### config.mk
export PLATFORM = sky130hd
export DESIGN_NAME = cpu4_top
export DESIGN_NICKNAME = d
export VERILOG_FILES = /design/src/verilog/cpu4_pkg.sv /design/src/verilog/cpu4_top.sv /design/src/verilog/execute_unit.sv /design/src/verilog/fetch_decode.sv /design/src/verilog/register_file.sv
export VERILOG_INCLUDE_DIRS = /design/src /design/src/verilog
export SDC_FILE = /design/constraint.sdc
export NUM_CORES = 1
export LEC_CHECK = 0
export BUFFER_PORTS_ARGS = -buffer_cell sky130_fd_sc_hd__buf_2
export CORE_UTILIZATION = 55
export DETAILED_ROUTE_END_ITERATION = 8
export HOLD_SLACK_MARGIN = 0.08
export PLACE_DENSITY = 0.76
export SETUP_SLACK_MARGIN = 0.5
export SLEW_MARGIN = 10
export SYNTH_ARGS = -nofsm -noshare
export SYNTH_HDL_FRONTEND = slang
export SYNTH_SLANG_ARGS = --single-unit
### constraint.sdc
create_clock -name clk -period 4.6 [get_ports clk]
set_clock_uncertainty 0.15 [all_clocks]
set_input_delay 0.46 -clock clk [delete_from_list [all_inputs] [get_ports clk]]
set_output_delay 0.46 -clock clk [all_outputs]
set_load 0.005 [all_outputs]
### src/verilog/cpu4_cfg.svh
`ifndef CPU4_CFG_SVH
`define CPU4_CFG_SVH

// ----------------------------------------------------------------------
// core widths
// ----------------------------------------------------------------------

// rom address width for 8k instruction words.
`define CPU4_ROM_AW 13

// instruction word.
`define CPU4_INSN_W 12

// ram address and index register width.
`define CPU4_RAM_AW 12

// data path nibble.
`define CPU4_DATA_W 4

`endif

### src/verilog/cpu4_pkg.sv
`default_nettype none

package cpu4_pkg;

  // ----------------------------------------------------------------------
  // instruction groups from ir[11:8]
  // ----------------------------------------------------------------------

  // unused codes decode as a nop.
  typedef enum logic [3:0] {
    OPC_NOP  = 4'h0,
    OPC_HALT = 4'h1,
    OPC_JP   = 4'h2,
    OPC_JPC  = 4'h3,
    OPC_JPNC = 4'h4,
    OPC_JPZ  = 4'h5,
    OPC_JPNZ = 4'h6,
    OPC_LDX  = 4'h7,
    OPC_LDY  = 4'h8,
    OPC_LDI  = 4'h9,
    OPC_ALUI = 4'ha,
    OPC_ALUR = 4'hb,
    OPC_INCP = 4'hc
  } opc_t;

  // ----------------------------------------------------------------------
  // datapath controls
  // ----------------------------------------------------------------------

  // alur carries the full 3-bit code in ir[7:5].
  typedef enum logic [2:0] {
    ALU_LD  = 3'd0,
    ALU_ADD = 3'd1,
    ALU_SUB = 3'd2,
    ALU_AND = 3'd3,
    ALU_OR  = 3'd4,
    ALU_XOR = 3'd5
  } alu_op_t;

  // mx and my address ram through the index registers.
  typedef enum logic [1:0] {
    OPD_A  = 2'd0,
    OPD_B  = 2'd1,
    OPD_MX = 2'd2,
    OPD_MY = 2'd3
  } operand_t;

  typedef enum logic [2:0] {
    PTR_NONE  = 3'd0,
    PTR_LD_X  = 3'd1,
    PTR_LD_Y  = 3'd2,
    PTR_INC_X = 3'd3,
    PTR_INC_Y = 3'd4
  } ptr_op_t;

endpackage

`default_nettype wire

### src/verilog/cpu4_top.sv
`timescale 1ns/10ps
`default_nettype none

`include "cpu4_cfg.svh"

module cpu4_top import cpu4_pkg::*; (
  input  wire logic                    clk,
  input  wire logic                    reset_n,
  output logic [`CPU4_ROM_AW-1:0]      rom_addr,
  input  wire logic [`CPU4_INSN_W-1:0] rom_data,
  output logic [`CPU4_RAM_AW-1:0]      memory_addr,
  output logic                         memory_write_en,
  output logic [`CPU4_DATA_W-1:0]      memory_write_data,
  input  wire logic [`CPU4_DATA_W-1:0] memory_read_data,
  output logic                         halt
);

  // decoded controls.
  alu_op_t                 alu_op;
  operand_t                dest_sel;
  operand_t                src_sel;
  logic                    src_is_imm;
  logic [`CPU4_DATA_W-1:0] imm;
  logic                    write_back;
  ptr_op_t                 ptr_op;
  logic [7:0]              ptr_imm;
  logic                    exec;

  // register state.
  logic [`CPU4_DATA_W-1:0] a;
  logic [`CPU4_DATA_W-1:0] b;
  logic [`CPU4_RAM_AW-1:0] x;
  logic [`CPU4_RAM_AW-1:0] y;
  logic                    carry;
  logic                    zero;

  // alu writeback.
  logic [`CPU4_DATA_W-1:0] result;
  logic                    new_carry;
  logic                    new_zero;
  logic                    flag_we;

  fetch_decode u_fetch_decode (
    .clk        (clk),
    .reset_n    (reset_n),
    .rom_addr   (rom_addr),
    .rom_data   (rom_data),
    .carry      (carry),
    .zero       (zero),
    .alu_op     (alu_op),
    .dest_sel   (dest_sel),
    .src_sel    (src_sel),
    .src_is_imm (src_is_imm),
    .imm        (imm),
    .write_back (write_back),
    .ptr_op     (ptr_op),
    .ptr_imm    (ptr_imm),
    .exec       (exec),
    .halt       (halt)
  );

  register_file u_register_file (
    .clk        (clk),
    .reset_n    (reset_n),
    .exec       (exec),
    .write_back (write_back),
    .flag_we    (flag_we),
    .dest_sel   (dest_sel),
    .result     (result),
    .new_carry  (new_carry),
    .new_zero   (new_zero),
    .ptr_op     (ptr_op),
    .ptr_imm    (ptr_imm),
    .a          (a),
    .b          (b),
    .x          (x),
    .y          (y),
    .carry      (carry),
    .zero       (zero)
  );

  execute_unit u_execute_unit (
    .alu_op            (alu_op),
    .dest_sel          (dest_sel),
    .src_sel           (src_sel),
    .src_is_imm        (src_is_imm),
    .write_back        (write_back),
    .exec              (exec),
    .imm               (imm),
    .a                 (a),
    .b                 (b),
    .x                 (x),
    .y                 (y),
    .carry             (carry),
    .memory_read_data  (memory_read_data),
    .result            (result),
    .new_carry         (new_carry),
    .new_zero          (new_zero),
    .flag_we           (flag_we),
    .memory_addr       (memory_addr),
    .memory_write_en   (memory_write_en),
    .memory_write_data (memory_write_data)
  );

endmodule

`default_nettype wire

### src/verilog/execute_unit.sv
`timescale 1ns/10ps
`default_nettype none

`include "cpu4_cfg.svh"

module execute_unit import cpu4_pkg::*; (
  input  wire alu_op_t                 alu_op,
  input  wire operand_t                dest_sel,
  input  wire operand_t                src_sel,
  input  wire logic                    src_is_imm,
  input  wire logic                    write_back,
  input  wire logic                    exec,
  input  wire logic [`CPU4_DATA_W-1:0] imm,
  input  wire logic [`CPU4_DATA_W-1:0] a,
  input  wire logic [`CPU4_DATA_W-1:0] b,
  input  wire logic [`CPU4_RAM_AW-1:0] x,
  input  wire logic [`CPU4_RAM_AW-1:0] y,
  input  wire logic                    carry,
  input  wire logic [`CPU4_DATA_W-1:0] memory_read_data,
  output logic [`CPU4_DATA_W-1:0]      result,
  output logic                         new_carry,
  output logic                         new_zero,
  output logic                         flag_we,
  output logic [`CPU4_RAM_AW-1:0]      memory_addr,
  output logic                         memory_write_en,
  output logic [`CPU4_DATA_W-1:0]      memory_write_data
);

  logic [`CPU4_DATA_W-1:0] dst_val;
  logic [`CPU4_DATA_W-1:0] src_val;
  logic [`CPU4_DATA_W:0]   sum;
  logic [`CPU4_DATA_W:0]   diff;
  logic                    dest_in_mem;
  logic                    use_y;

  // ----------------------------------------------------------------------
  // operand selection
  // ----------------------------------------------------------------------

  // the destination doubles as the first alu operand.
  always_comb begin
    case (dest_sel)
      OPD_A:   dst_val = a;
      OPD_B:   dst_val = b;
      default: dst_val = memory_read_data;
    endcase
  end

  always_comb begin
    if (src_is_imm) begin
      src_val = imm;
    end else begin
      case (src_sel)
        OPD_A:   src_val = a;
        OPD_B:   src_val = b;
        default: src_val = memory_read_data;
      endcase
    end
  end

  // ----------------------------------------------------------------------
  // alu and flags
  // ----------------------------------------------------------------------

  assign sum  = {1'b0, dst_val} + {1'b0, src_val};
  assign diff = {1'b0, dst_val} - {1'b0, src_val};

  // logic ops keep the old carry.
  always_comb begin
    new_carry = carry;
    flag_we   = write_back;
    case (alu_op)
      ALU_ADD: begin
        result    = sum[`CPU4_DATA_W-1:0];
        new_carry = sum[`CPU4_DATA_W];
      end
      ALU_SUB: begin
        result    = diff[`CPU4_DATA_W-1:0];
        new_carry = diff[`CPU4_DATA_W];
      end
      ALU_AND: result = dst_val & src_val;
      ALU_OR:  result = dst_val | src_val;
      ALU_XOR: result = dst_val ^ src_val;
      default: begin
        result  = src_val;
        flag_we = 1'b0;
      end
    endcase
  end

  assign new_zero = (result == '0);

  // ----------------------------------------------------------------------
  // ram port
  // ----------------------------------------------------------------------

  // address is steady from read through exec since ir does not move.
  assign use_y = (dest_sel == OPD_MY) || (!src_is_imm && src_sel == OPD_MY);
  assign memory_addr = use_y ? y : x;

  assign dest_in_mem       = (dest_sel == OPD_MX) || (dest_sel == OPD_MY);
  assign memory_write_en   = exec && write_back && dest_in_mem;
  assign memory_write_data = result;

endmodule

`default_nettype wire

### src/verilog/fetch_decode.sv
`timescale 1ns/10ps
`default_nettype none

`include "cpu4_cfg.svh"

module fetch_decode import cpu4_pkg::*; (
  input  wire logic                     clk,
  input  wire logic                     reset_n,
  output logic [`CPU4_ROM_AW-1:0]       rom_addr,
  input  wire logic [`CPU4_INSN_W-1:0]  rom_data,
  input  wire logic                     carry,
  input  wire logic                     zero,
  output alu_op_t                       alu_op,
  output operand_t                      dest_sel,
  output operand_t                      src_sel,
  output logic                          src_is_imm,
  output logic [`CPU4_DATA_W-1:0]       imm,
  output logic                          write_back,
  output ptr_op_t                       ptr_op,
  output logic [7:0]                    ptr_imm,
  output logic                          exec,
  output logic                          halt
);

  typedef enum logic [1:0] {
    PH_FETCH  = 2'd0,
    PH_DECODE = 2'd1,
    PH_READ   = 2'd2,
    PH_EXEC   = 2'd3
  } phase_t;

  phase_t                  phase;
  logic [`CPU4_ROM_AW-1:0] pc;
  logic [`CPU4_INSN_W-1:0] ir;
  opc_t                    opc;
  logic                    take_jump;

  // alui only has room for two op bits.
  function automatic alu_op_t alui_op(input logic [1:0] code);
    case (code)
      2'd0:    alui_op = ALU_ADD;
      2'd1:    alui_op = ALU_SUB;
      2'd2:    alui_op = ALU_AND;
      default: alui_op = ALU_OR;
    endcase
  endfunction

  assign rom_addr = pc;
  assign exec     = (phase == PH_EXEC);
  assign opc      = opc_t'(ir[`CPU4_INSN_W-1 -: 4]);
  assign imm      = ir[3:0];
  assign ptr_imm  = ir[7:0];

  // ----------------------------------------------------------------------
  // phase sequencer and instruction register
  // ----------------------------------------------------------------------

  // sits in fetch once halted.
  always_ff @(posedge clk) begin
    if (reset_n) begin
      phase <= PH_FETCH;
    end else if (!halt) begin
      phase <= phase_t'(phase + 2'd1);
    end
  end

  always_ff @(posedge clk) begin
    if (reset_n) begin
      ir <= '0;
    end else if (phase == PH_DECODE) begin
      ir <= rom_data;
    end
  end

  // ----------------------------------------------------------------------
  // program counter and halt
  // ----------------------------------------------------------------------

  always_comb begin
    case (opc)
      OPC_JP:   take_jump = 1'b1;
      OPC_JPC:  take_jump = carry;
      OPC_JPNC: take_jump = !carry;
      OPC_JPZ:  take_jump = zero;
      OPC_JPNZ: take_jump = !zero;
      default:  take_jump = 1'b0;
    endcase
  end

  // jumps stay inside the current 256-word page.
  always_ff @(posedge clk) begin
    if (reset_n) begin
      pc   <= '0;
      halt <= 1'b0;
    end else if (exec) begin
      if (take_jump) begin
        pc <= {pc[`CPU4_ROM_AW-1:8], ir[7:0]};
      end else begin
        pc <= pc + 1'b1;
      end
      if (opc == OPC_HALT) begin
        halt <= 1'b1;
      end
    end
  end

  // ----------------------------------------------------------------------
  // decoder
  // ----------------------------------------------------------------------

  always_comb begin
    alu_op     = ALU_LD;
    dest_sel   = OPD_A;
    src_sel    = OPD_A;
    src_is_imm = 1'b0;
    write_back = 1'b0;
    ptr_op     = PTR_NONE;
    case (opc)
      OPC_LDX: ptr_op = PTR_LD_X;
      OPC_LDY: ptr_op = PTR_LD_Y;
      OPC_INCP: ptr_op = ir[0] ? PTR_INC_Y : PTR_INC_X;
      OPC_LDI, OPC_ALUI: begin
        alu_op     = (opc == OPC_LDI) ? ALU_LD : alui_op(ir[7:6]);
        dest_sel   = operand_t'(ir[5:4]);
        src_is_imm = 1'b1;
        write_back = 1'b1;
      end
      OPC_ALUR: begin
        alu_op     = alu_op_t'(ir[7:5]);
        dest_sel   = operand_t'(ir[3:2]);
        src_sel    = operand_t'(ir[1:0]);
        write_back = 1'b1;
      end
      default: ;
    endcase
  end

endmodule

`default_nettype wire

### src/verilog/register_file.sv
`timescale 1ns/10ps
`default_nettype none

`include "cpu4_cfg.svh"

module register_file import cpu4_pkg::*; (
  input  wire logic                    clk,
  input  wire logic                    reset_n,
  input  wire logic                    exec,
  input  wire logic                    write_back,
  input  wire logic                    flag_we,
  input  wire operand_t                dest_sel,
  input  wire logic [`CPU4_DATA_W-1:0] result,
  input  wire logic                    new_carry,
  input  wire logic                    new_zero,
  input  wire ptr_op_t                 ptr_op,
  input  wire logic [7:0]              ptr_imm,
  output logic [`CPU4_DATA_W-1:0]      a,
  output logic [`CPU4_DATA_W-1:0]      b,
  output logic [`CPU4_RAM_AW-1:0]      x,
  output logic [`CPU4_RAM_AW-1:0]      y,
  output logic                         carry,
  output logic                         zero
);

  logic [`CPU4_RAM_AW-1:0] ptr_load;

  // pointer loads are zero extended.
  assign ptr_load = {{(`CPU4_RAM_AW - 8){1'b0}}, ptr_imm};

  // ----------------------------------------------------------------------
  // accumulators
  // ----------------------------------------------------------------------

  // memory destinations are written by the ram port instead.
  always_ff @(posedge clk) begin
    if (reset_n) begin
      a <= '0;
      b <= '0;
    end else if (exec && write_back) begin
      if (dest_sel == OPD_A) begin
        a <= result;
      end
      if (dest_sel == OPD_B) begin
        b <= result;
      end
    end
  end

  // ----------------------------------------------------------------------
  // flags
  // ----------------------------------------------------------------------

  always_ff @(posedge clk) begin
    if (reset_n) begin
      carry <= 1'b0;
      zero  <= 1'b0;
    end else if (exec && flag_we) begin
      carry <= new_carry;
      zero  <= new_zero;
    end
  end

  // ----------------------------------------------------------------------
  // index registers
  // ----------------------------------------------------------------------

  // increments wrap at 12 bits.
  always_ff @(posedge clk) begin
    if (reset_n) begin
      x <= '0;
      y <= '0;
    end else if (exec) begin
      case (ptr_op)
        PTR_LD_X:  x <= ptr_load;
        PTR_LD_Y:  y <= ptr_load;
        PTR_INC_X: x <= x + 1'b1;
        PTR_INC_Y: y <= y + 1'b1;
        default:   ;
      endcase
    end
  end

endmodule

`default_nettype wire
==> metrics.txt, run 1 <==
wire per inst 17.16 um; Final setup viols 0; Seq cells post-synth slightly above 60; placed cell area roughly 4700 um^2; Post-Synth Simple-Gate Area 25.30%; PwrDens 233.0 nW/um^2; mux share of post-synthesis cell area 10.31%; Root Driver clkbuf_8; Antenna Cells 0; M1 GR Usage between 30 and 40%; core area slightly below 8000 um^2; Die Ht 91.87 um; I/O pin cnt 49; final wirelength 12.13 mm; clock transition at the registers of the reported paths 80 ps; Synth Warn # 0; setup TNS 0 ps; met2 usage around 46%; ratio of cells with drive above 1 in the final layout approximately a quarter; GRT Residual Overflow 0; unrepaired setup endpoints after global routing false; Synth Area in Adders 6.197%; drt first pass iters 6; critical path class flip-flop to output pin; syn_nets 588; critical path fanouts, max 6; worst-case clock buffer depth 2; first-pass GRT wire length 19.09 mm; DIE AREA around 8400 um^2; Leakage 2.036 nW; WP data arrival 3410 ps; Post-route DRC 0; most used routing layer met2; GPL Wtd Cong 0.9384; Post-Synthesis Cells between 500 and 600; DR vias/cell 6.188; average size of a mapped cell slightly above 8 um^2; Starting Density 57.18%; CP required around 4000 ps; CTS sink count 62; # rows 32; dpl hpwl 8.132 mm; asr flop ratio synth 0%; Critical R2R Launch u_fetch_decode.ir[11]; Area Growth Syn to Fin 16.25%; HP Class input port to flip-flop; XOR/XNOR Fraction of Synth Area 2.958%; Clock Latency Late Sink 350 ps; htree depth 3; final net count 640; Worst setup SP type flip-flop; Mapped Area 4442 um^2; Synth Area in Compound Gates 20.96%; Post-synth EDFFs 0; DRT antenna net count 0; Core Util, Final 66.48%; hold buffer count at CTS 0; # port buffers between 40 and 50; DRT iter0 DRCs ~410; final worst-path cycle share slightly below 90%; Yosys cell types 78; fmax approximately 250 MHz; largest family of logic cells by synthesized area simple AND/OR/NAND/NOR gates; CTS Buf Count 9; vias in the first global route 3867; initial antenna violation count 0; most frequent cells in the layout nor2_1, dfxtp_1, buf_2; gr usage total ~29%; total power 1.203 mW; pin count of the biggest net entering global routing 57; Die X 91.87 um; total of max-cap violations 0; most common cell after layout, fill and taps aside nor2_1; met3 usage 5.721%; clock tree from TritonCTS yes; crit path launch u_fetch_decode.ir[11]; Final Instance Area 5164 um^2; Final Max Slew Viols 0; hold path start rom_data[6]; VDD IR max approximately 0.00019 V; Seq/Total Area, Yosys approximately 28%; vias 4375; Relative slew margins 50.53%; status complete, no violations; Worst-Margin Slew 742.1 ps; Main synth FF type dfxtp_1; Final min period roughly 4000 ps; crit path capture type output pin; final number of hold-violating endpoints 0
-- final cells by class --
class / instances / area (um^2)
Clock buffer: 9 / 123.9
Clock inverter: 7 / 48.80
Fill cell: 677 / 2604
Inverter: 26 / 97.59
Multi-Input combinational cell: 426 / 3049
Sequential cell: 62 / 1257
Tap cell: 102 / 127.6
Timing Repair Buffer: 75 / 459.2
-- cells by family after synthesis --
family | Yosys count
and+or+nand+nor | 216
AOI/OAI and AO/OA | 132
DFF | 62
buffers and inverters | 60
muxes | 41
adders and majority gates | 22
xor gates and xnor gates | 15
-- through the flow --
| step | hold WS [ps] | cells | setup WS, ps |
|---|---|---|---|
| after floorplan | 286.3 | 548 | 1086 |
| after global placement | 312.2 | 669 | 487.8 |
| after detailed placement | 323.8 | 669 | 382.8 |
| after CTS | 186.6 | 693 | 510.7 |
| after global routing | 197.8 | 707 | 440.7 |
| final | 195.7 | 707 | 581.1 |
-- where the power goes --
group          total, mW  internal (mW)  leakage [nW]  switching [mW]
clock network      0.437          0.197        0.0898           0.240
logic              0.189         0.0768          1.44           0.112
registers          0.577          0.548         0.505          0.0288
total               1.20          0.822          2.04           0.381
-- path summary, 6_finish.rpt --
path / cells after the start / slack (ps) / to
setup / recovery: 14 / 580 / memory_write_data[2]
hold / removal: 3 / 200 / u_fetch_decode.ir[6]
setup reg to reg: 14 / 1200 / u_register_file.zero
hold reg to reg: 2 / 330 / u_register_file.carry
-- synth_stat cells, types with 3 or more instances --
| cell | n | share of area, % |
|---|---|---|
| a221oi_1 | 3 | 0.59 |
| a21oi_1 | 25 | 2.8 |
| o31ai_1 | 5 | 0.85 |
| nor3_1 | 15 | 1.7 |
| a22oi_1 | 11 | 1.9 |
| a21o_1 | 7 | 1.2 |
| nand2_1 | 37 | 3.1 |
| xnor2_1 | 9 | 1.8 |
| buf_1 | 3 | 0.25 |
| o21bai_1 | 3 | 0.51 |
| ha_1 | 22 | 6.2 |
| o22ai_1 | 5 | 0.70 |
| xor2_1 | 6 | 1.2 |
| and4_1 | 3 | 0.59 |
| nand4_1 | 6 | 0.85 |
| nor3b_1 | 5 | 0.85 |
| clkbuf_1 | 16 | 1.4 |
| mux2i_1 | 24 | 5.4 |
| nand3_1 | 15 | 1.7 |
| a31oi_1 | 5 | 0.70 |
| buf_2 | 10 | 1.1 |
| and3_1 | 9 | 1.3 |
| or2_2 | 3 | 0.42 |
| mux2_2 | 14 | 3.5 |
| nand2b_1 | 12 | 1.7 |
| or3_1 | 6 | 0.85 |
| dfxtp_1 | 62 | 28 |
| inv_1 | 26 | 2.2 |
| a211oi_1 | 9 | 1.5 |
| nand3b_1 | 3 | 0.51 |
| o21ai_0 | 29 | 3.3 |
| nor2_1 | 74 | 6.3 |
| nor4_1 | 8 | 1.1 |
| o211ai_1 | 5 | 0.85 |
-- worst max-delay path: stages, from the launching register on --
cell and delay (ps):
dfxtp_4 370, and4b_2 310, a22oi_2 230, buf_6 160, mux2i_4 230, a21oi_1 100, ha_1 300, inv_1 50
ha_1 220, or3_1 380, a21oi_2 140, o32a_1 160, nand3_2 110, a21boi_1 170, buf_2 130
-- sequential cells by signal, summed over array words and instances, names as in the netlist --
register and flops:
u_fetch_decode.rom_addr 13, u_register_file.zero 1, u_register_file.y 12, u_fetch_decode.halt 1, u_register_file.carry 1, u_register_file.x 12, u_fetch_decode.ir 12, u_register_file.b 4
u_fetch_decode.phase 2, u_register_file.a 4
-- layer usage --
metal / routed length, um / part of all wire (%)
met5: 0 / 0
met2: 5711 / 47
met4: 176 / 1.5
met1: 5427 / 45
met3: 819 / 6.7
-- timing repair --
item,CTS,global route
pin swaps,4,10
setup endpoints to repair,3,2
endpoints found under the hold margin,0,0
setup buffers,8,14
gates resized for setup,16,24
(Power assumes the default switching activity.)
==> run 2: changes to the inputs <==
Settings changed: CELL_PAD_IN_SITES_DETAIL_PLACEMENT set to 0, CELL_PAD_IN_SITES_GLOBAL_PLACEMENT set to 1, CORE_UTILIZATION 55 to 44, PLACE_DENSITY 0.76 to unset, PLACE_DENSITY_LB_ADDON set to 0.15.
==> metrics.txt, run 2 (synthesis gave the netlist of run 1 again) <==
DRT iter0 DRCs 209 (-49%); hold buffer count at CTS 0 (unchanged); # rows 36 (+13%); WP data arrival 3360 ps (-50 ps); critical path class flip-flop to output pin; dpl hpwl 8.654 mm (+6.4%); first-pass GRT wire length 18.81 mm (-1.5%); vias in the first global route 3738 (-3.3%); GRT Residual Overflow 0 (unchanged); Final min period 3974 ps (-44.75 ps); PwrDens 233.4 nW/um^2 (+0.20%); most common cell after layout, fill and taps aside nor2_1; final net count 631 (-1.4%); unrepaired setup endpoints after global routing false; CP required 3990 ps (about the same); DRT antenna net count 0 (unchanged); drt first pass iters 4 (-2); final worst-path cycle share 86.39% (-0.97 points); clock tree from TritonCTS yes; wire per inst 16.51 um (-3.8%); CTS sink count 62 (unchanged); initial antenna violation count 0 (unchanged); Worst-Margin Slew 750.4 ps (+8.353 ps); gr usage total 23.37% (-5.2 points); status complete, no violations; # port buffers 48 (unchanged); Final setup viols 0 (unchanged); area occupied by multi-input gates 3024 um^2 (-0.82%); Clock Latency Late Sink 330 ps (-20 ps); max reg flops 13 (unchanged); Starting Density 45.44% (-12 points); total of max-cap violations 0 (unchanged); vias 4122 (-5.8%); FILL cells 982 (+45%); ratio of cells with drive above 1 in the final layout 23.15% (-2.8 points); GPL Wtd Cong 0.9236 (-1.6%); Die Ht 102.5 um (+12%); htree depth 3 (unchanged); final number of hold-violating endpoints 0 (unchanged); VDD IR max 0.0001605 V (-16%); core area 9774 um^2 (+26%); Die X 102.5 um (+12%); critical path fanouts, max 7 (+1); Post-route DRC 0 (unchanged); DR vias/cell 5.654 (-8.6%); Final Instance Area 5086 um^2 (-1.5%); most frequent cells in the layout nor2_1, dfxtp_1, buf_2; pin count of the biggest net entering global routing 57 (unchanged); Final Max Slew Viols 0 (unchanged); CTS Buf Count 9 (unchanged); Area Growth Syn to Fin 14.51%; crit path capture type output pin; final wirelength 12.03 mm (-0.82%); Antenna Cells 0 (unchanged); HP Class input port to flip-flop; Worst setup SP type flip-flop; worst-case clock buffer depth 2 (unchanged); placed cell area 4740 um^2 (+1.6%); Root Driver clkbuf_8; Leakage 1.990 nW (-2.2%); I/O pin cnt 49 (unchanged); setup TNS 0 ps (unchanged); Sequential cell area 1247 um^2 (-0.80%); clock transition at the registers of the reported paths 70 ps (about the same); hold slack final 214.6 ps (+18.92 ps); fmax 251.6 MHz (+1.1%); Relative slew margins 49.97% (-0.56 points); DIE AREA 10500 um^2 (+24%)
run 2: cell types whose count changed in the layout (fill, tap and decap cells not counted), sizes merged:
| cell | delta |
|---|---|
| buf | -9 |
| clkbuf | +3 |
| inv | -2 |
| clkinv | -1 |
run 2: path summary, 6_finish.rpt:
path | end | slack [ps] | from | cells past startpoint
hold / removal | u_fetch_decode.ir[6] | 210 | rom_data[6] | 3
setup / recovery | memory_write_data[2] | 630 | u_fetch_decode.ir[11] | 15
setup reg to reg | u_register_file.zero | 1220 | u_fetch_decode.ir[11] | 14
hold reg to reg | u_register_file.carry | 340 | u_register_file.carry | 2
run 2: routing by layer:
metal	track usage, %	routed length, um	vias to the layer above	part of all wire (%)
met3	3.762	538	9	4.5
met4	5.824	121	0	1.0
met2	36.82	5483	90	46
met1	33.10	5891	1952	49
met5	0	0	-	0
li1	-	-	2071	-
run 2: worst max-delay path, stage by stage (launching register included):
cell and delay (ps):
dfxtp_4 370, and4b_2 300, a22oi_2 170, buf_6 150
buf_4 130, mux2i_1 180, a21o_1 180, ha_1 180
inv_1 50, ha_1 220, or3_1 380, a21oi_2 140
o32a_1 150, nand3_2 110, a21boi_1 170, buf_2 140
run 2: stage by stage:
step,total power [mW],setup slack [ps],utilization [%],cells
after floorplan,0.7175,1086,-,548
after global routing,1.240,461.0,52.04,729
after CTS,1.188,452.1,50.60,723
after global placement,0.7634,615.1,48.49,705
final,1.187,625.9,52.04,729
after detailed placement,0.7644,463.9,48.49,705
run 2: timing repair:
| item | 4_1_cts | 5_1_grt |
|---|---|---|
| pin swaps | 2 | 7 |
| setup buffers | 2 | 6 |
| gates resized for setup | 7 | 22 |
| setup endpoints to repair | 2 | 2 |
run 2: where the power goes:
part | switching [mW] | leakage, nW | internal (mW)
Clock | 0.215 | 0.0861 | 0.208
Sequential | 0.0234 | 0.503 | 0.549
Combinational | 0.118 | 1.40 | 0.0744
Total | 0.356 | 1.99 | 0.831
run 2: layout make-up:
cell class                 instances  area share (%)
clock inverter                     4          0.4428
tap                              133           3.272
multi-input combinational        426           59.46
inverter                          26           1.919
timing repair buffer              66           7.528
sequential                        62           24.53
clock buffer                      12           2.854
==> run 3: changes to the inputs <==
Settings changed: CORE_UTILIZATION 44 to 46, CTS_BUF_LIST set to sky130_fd_sc_hd__clkbuf_8.
==> metrics.txt, run 3 (synthesis gave the netlist of run 1 again) <==
status complete, no violations; hold buffer count at CTS 0 (unchanged); Die X 100.3 um (-2.2%); CTS sink count 62 (unchanged); placed cell area 4727 um^2 (-0.26%); VDD IR max 0.0001584 V (-1.3%); dpl hpwl 8.541 mm (-1.3%); vias in the first global route 3918 (+4.8%); total of max-cap violations 0 (unchanged); Antenna Cells 0 (unchanged); DRT iter0 DRCs 202 (-3.3%); Die Ht 100.3 um (-2.2%); sequential power share 47.9% (-0.3 points); final wirelength 12.18 mm (+1.2%); crit path capture type output pin; htree depth 3 (unchanged); most common cell after layout, fill and taps aside nor2_1; CTS Buf Count 9 (unchanged); worst reg2reg path depth 14 (unchanged); GPL Wtd Cong 0.9272 (+0.39%); Clock Latency Late Sink 340 ps (about the same); hold path start rom_data[6]; critical path fanouts, max 9 (+2); Leakage 2.028 nW (+1.9%); ratio of cells with drive above 1 in the final layout 24.75% (+1.6 points); Sw Share 30.68% (+0.67 points); worst-case clock buffer depth 2 (unchanged); final number of hold-violating endpoints 0 (unchanged); unrepaired setup endpoints after global routing false; # port buffers 48 (unchanged); PwrDens 233.8 nW/um^2 (+0.17%); r2r endpoint u_register_file.zero; met3 usage 4.109% (+0.35 points); FILL cells 907 (-7.6%); Final min period 3963 ps (-10.79 ps); max reg flops 13 (unchanged); Relative slew margins 51.76% (+1.8 points); DRT antenna net count 0 (unchanged); most frequent cells in the layout nor2_1, dfxtp_1, buf_2; Root Driver clkbuf_8; Starting Density 47.84% (+2.4 points); combinational share of power 15.8% (-0.4 points); clock tree from TritonCTS yes; hold slack final 201.4 ps (-13.20 ps); DR vias/cell 5.706 (+0.91%); Post-Layout Cell Count 731 (+0.27%); most used routing layer met2; CP required 3990 ps (about the same); Clk pwr share 36.3% (+0.6 points); final worst-path cycle share 86.16% (-0.23 points); DIE AREA 10050 um^2 (-4.3%); I/O pin cnt 49 (unchanged); initial antenna violation count 0 (unchanged); Final Max Slew Viols 0 (unchanged); critical path class flip-flop to output pin; core area 9284 um^2 (-5.0%); Core Util, Final 55.36% (+3.3 points); Psw 0.3687 mW (+3.5%); Post-route DRC 0 (unchanged); dpl cells 700 (-0.71%); # rows 35 (-2.8%); WP data arrival 3350 ps (about the same); clock transition at the registers of the reported paths 80 ps (about the same); first-pass GRT wire length 19.76 mm (+5.1%); Worst setup SP type flip-flop; Int Pwr 0.8332 mW (+0.27%); met2 usage 38.72% (+1.9 points); M1 GR Usage 35.23% (+2.1 points); HP Class input port to flip-flop; Worst-Margin Slew 723.6 ps (-26.85 ps); drt first pass iters 4 (unchanged); gr usage total 24.85% (+1.5 points); vias 4171 (+1.2%); Hold Path Sink u_fetch_decode.ir[6]; Hold Path Stages 3 (unchanged); Final setup viols 0 (unchanged); pin count of the biggest net entering global routing 56 (-1.8%); Critical R2R Launch u_fetch_decode.ir[10]; final net count 637 (+0.95%); Area Growth Syn to Fin 15.72%; wire per inst 16.66 um (+0.94%); worst reg2reg setup slack 1230 ps (about the same); GRT Residual Overflow 0 (unchanged); fmax 252.3 MHz (+0.27%); setup TNS 0 ps (unchanged); Final Instance Area 5140 um^2 (+1.1%)
[run 3: cell types whose count changed in the layout (fill, tap and decap cells not counted), sizes merged]
| cell | change |
|---|---|
| buf | +5 |
| clkinv | +1 |
| clkbuf | -2 |
| nand2b | +1 |
| inv | +1 |
[run 3: layout make-up]
| type | count | area [um^2] | share of cell area (%) |
|---|---|---|---|
| timing repair buffer | 71 | 420.4 | 8.179 |
| clock buffer | 10 | 137.6 | 2.678 |
| tap | 129 | 161.4 | 3.140 |
| clock inverter | 6 | 38.79 | 0.7546 |
| sequential | 62 | 1251 | 24.34 |
| multi-input combinational | 427 | 3033 | 59.01 |
| inverter | 26 | 97.59 | 1.899 |
[run 3: how the worst max path moves through the flow]
stage,startpoint,to,slack [ps]
after floorplan,u_fetch_decode.ir[8],memory_write_data[3],1090
after global placement,u_fetch_decode.ir[10],memory_write_data[3],470
after detailed placement,u_fetch_decode.ir[10],memory_write_data[3],410
after global routing,u_fetch_decode.ir[10],memory_write_data[2],440
final,u_fetch_decode.ir[10],memory_write_data[2],640
after CTS,u_fetch_decode.ir[10],memory_write_data[3],500
[run 3: what timing repair did]
item / 4_1_cts / 5_1_grt
pin swaps: 3 / 5
buffers inserted: 3 / 11
cloned: 0 / 1
gates resized for setup: 11 / 23
endpoints found under the setup margin: 3 / 2
[run 3: critical path, stage by stage (launching register included)]
cell      delay (ps)
dfxtp_4          390
and4b_2          300
a22oi_2          180
buf_6            160
mux2i_4          240
a21oi_1           90
ha_1             290
inv_1             40
ha_1             220
or3_1            370
a21oi_2          160
o32a_1           160
nand3_2          110
a21boi_1         170
buf_2            140
[run 3: through the flow]
step	setup slack (ps)	power, mW
after floorplan	1086	0.7175
after global placement	466.5	0.7615
after detailed placement	408.2	0.7619
after CTS	503.0	1.205
after global routing	438.6	1.255
final	636.7	1.202
[run 3: power by group through the flow]
stage               registers, mW  logic, mW  clock network [mW]
global route                0.577      0.209               0.469
detailed placement          0.587      0.175                   0
CTS                         0.574      0.179               0.451
global placement            0.587      0.175                   0
floorplan                   0.569      0.148                   0
finish                      0.575      0.190               0.437
[run 3: routing by layer]
metal | routed length (um) | vias up
met5 | 0 | -
met4 | 180 | 0
met3 | 605 | 14
met2 | 5460 | 117
met1 | 5935 | 1951
li1 | - | 2089
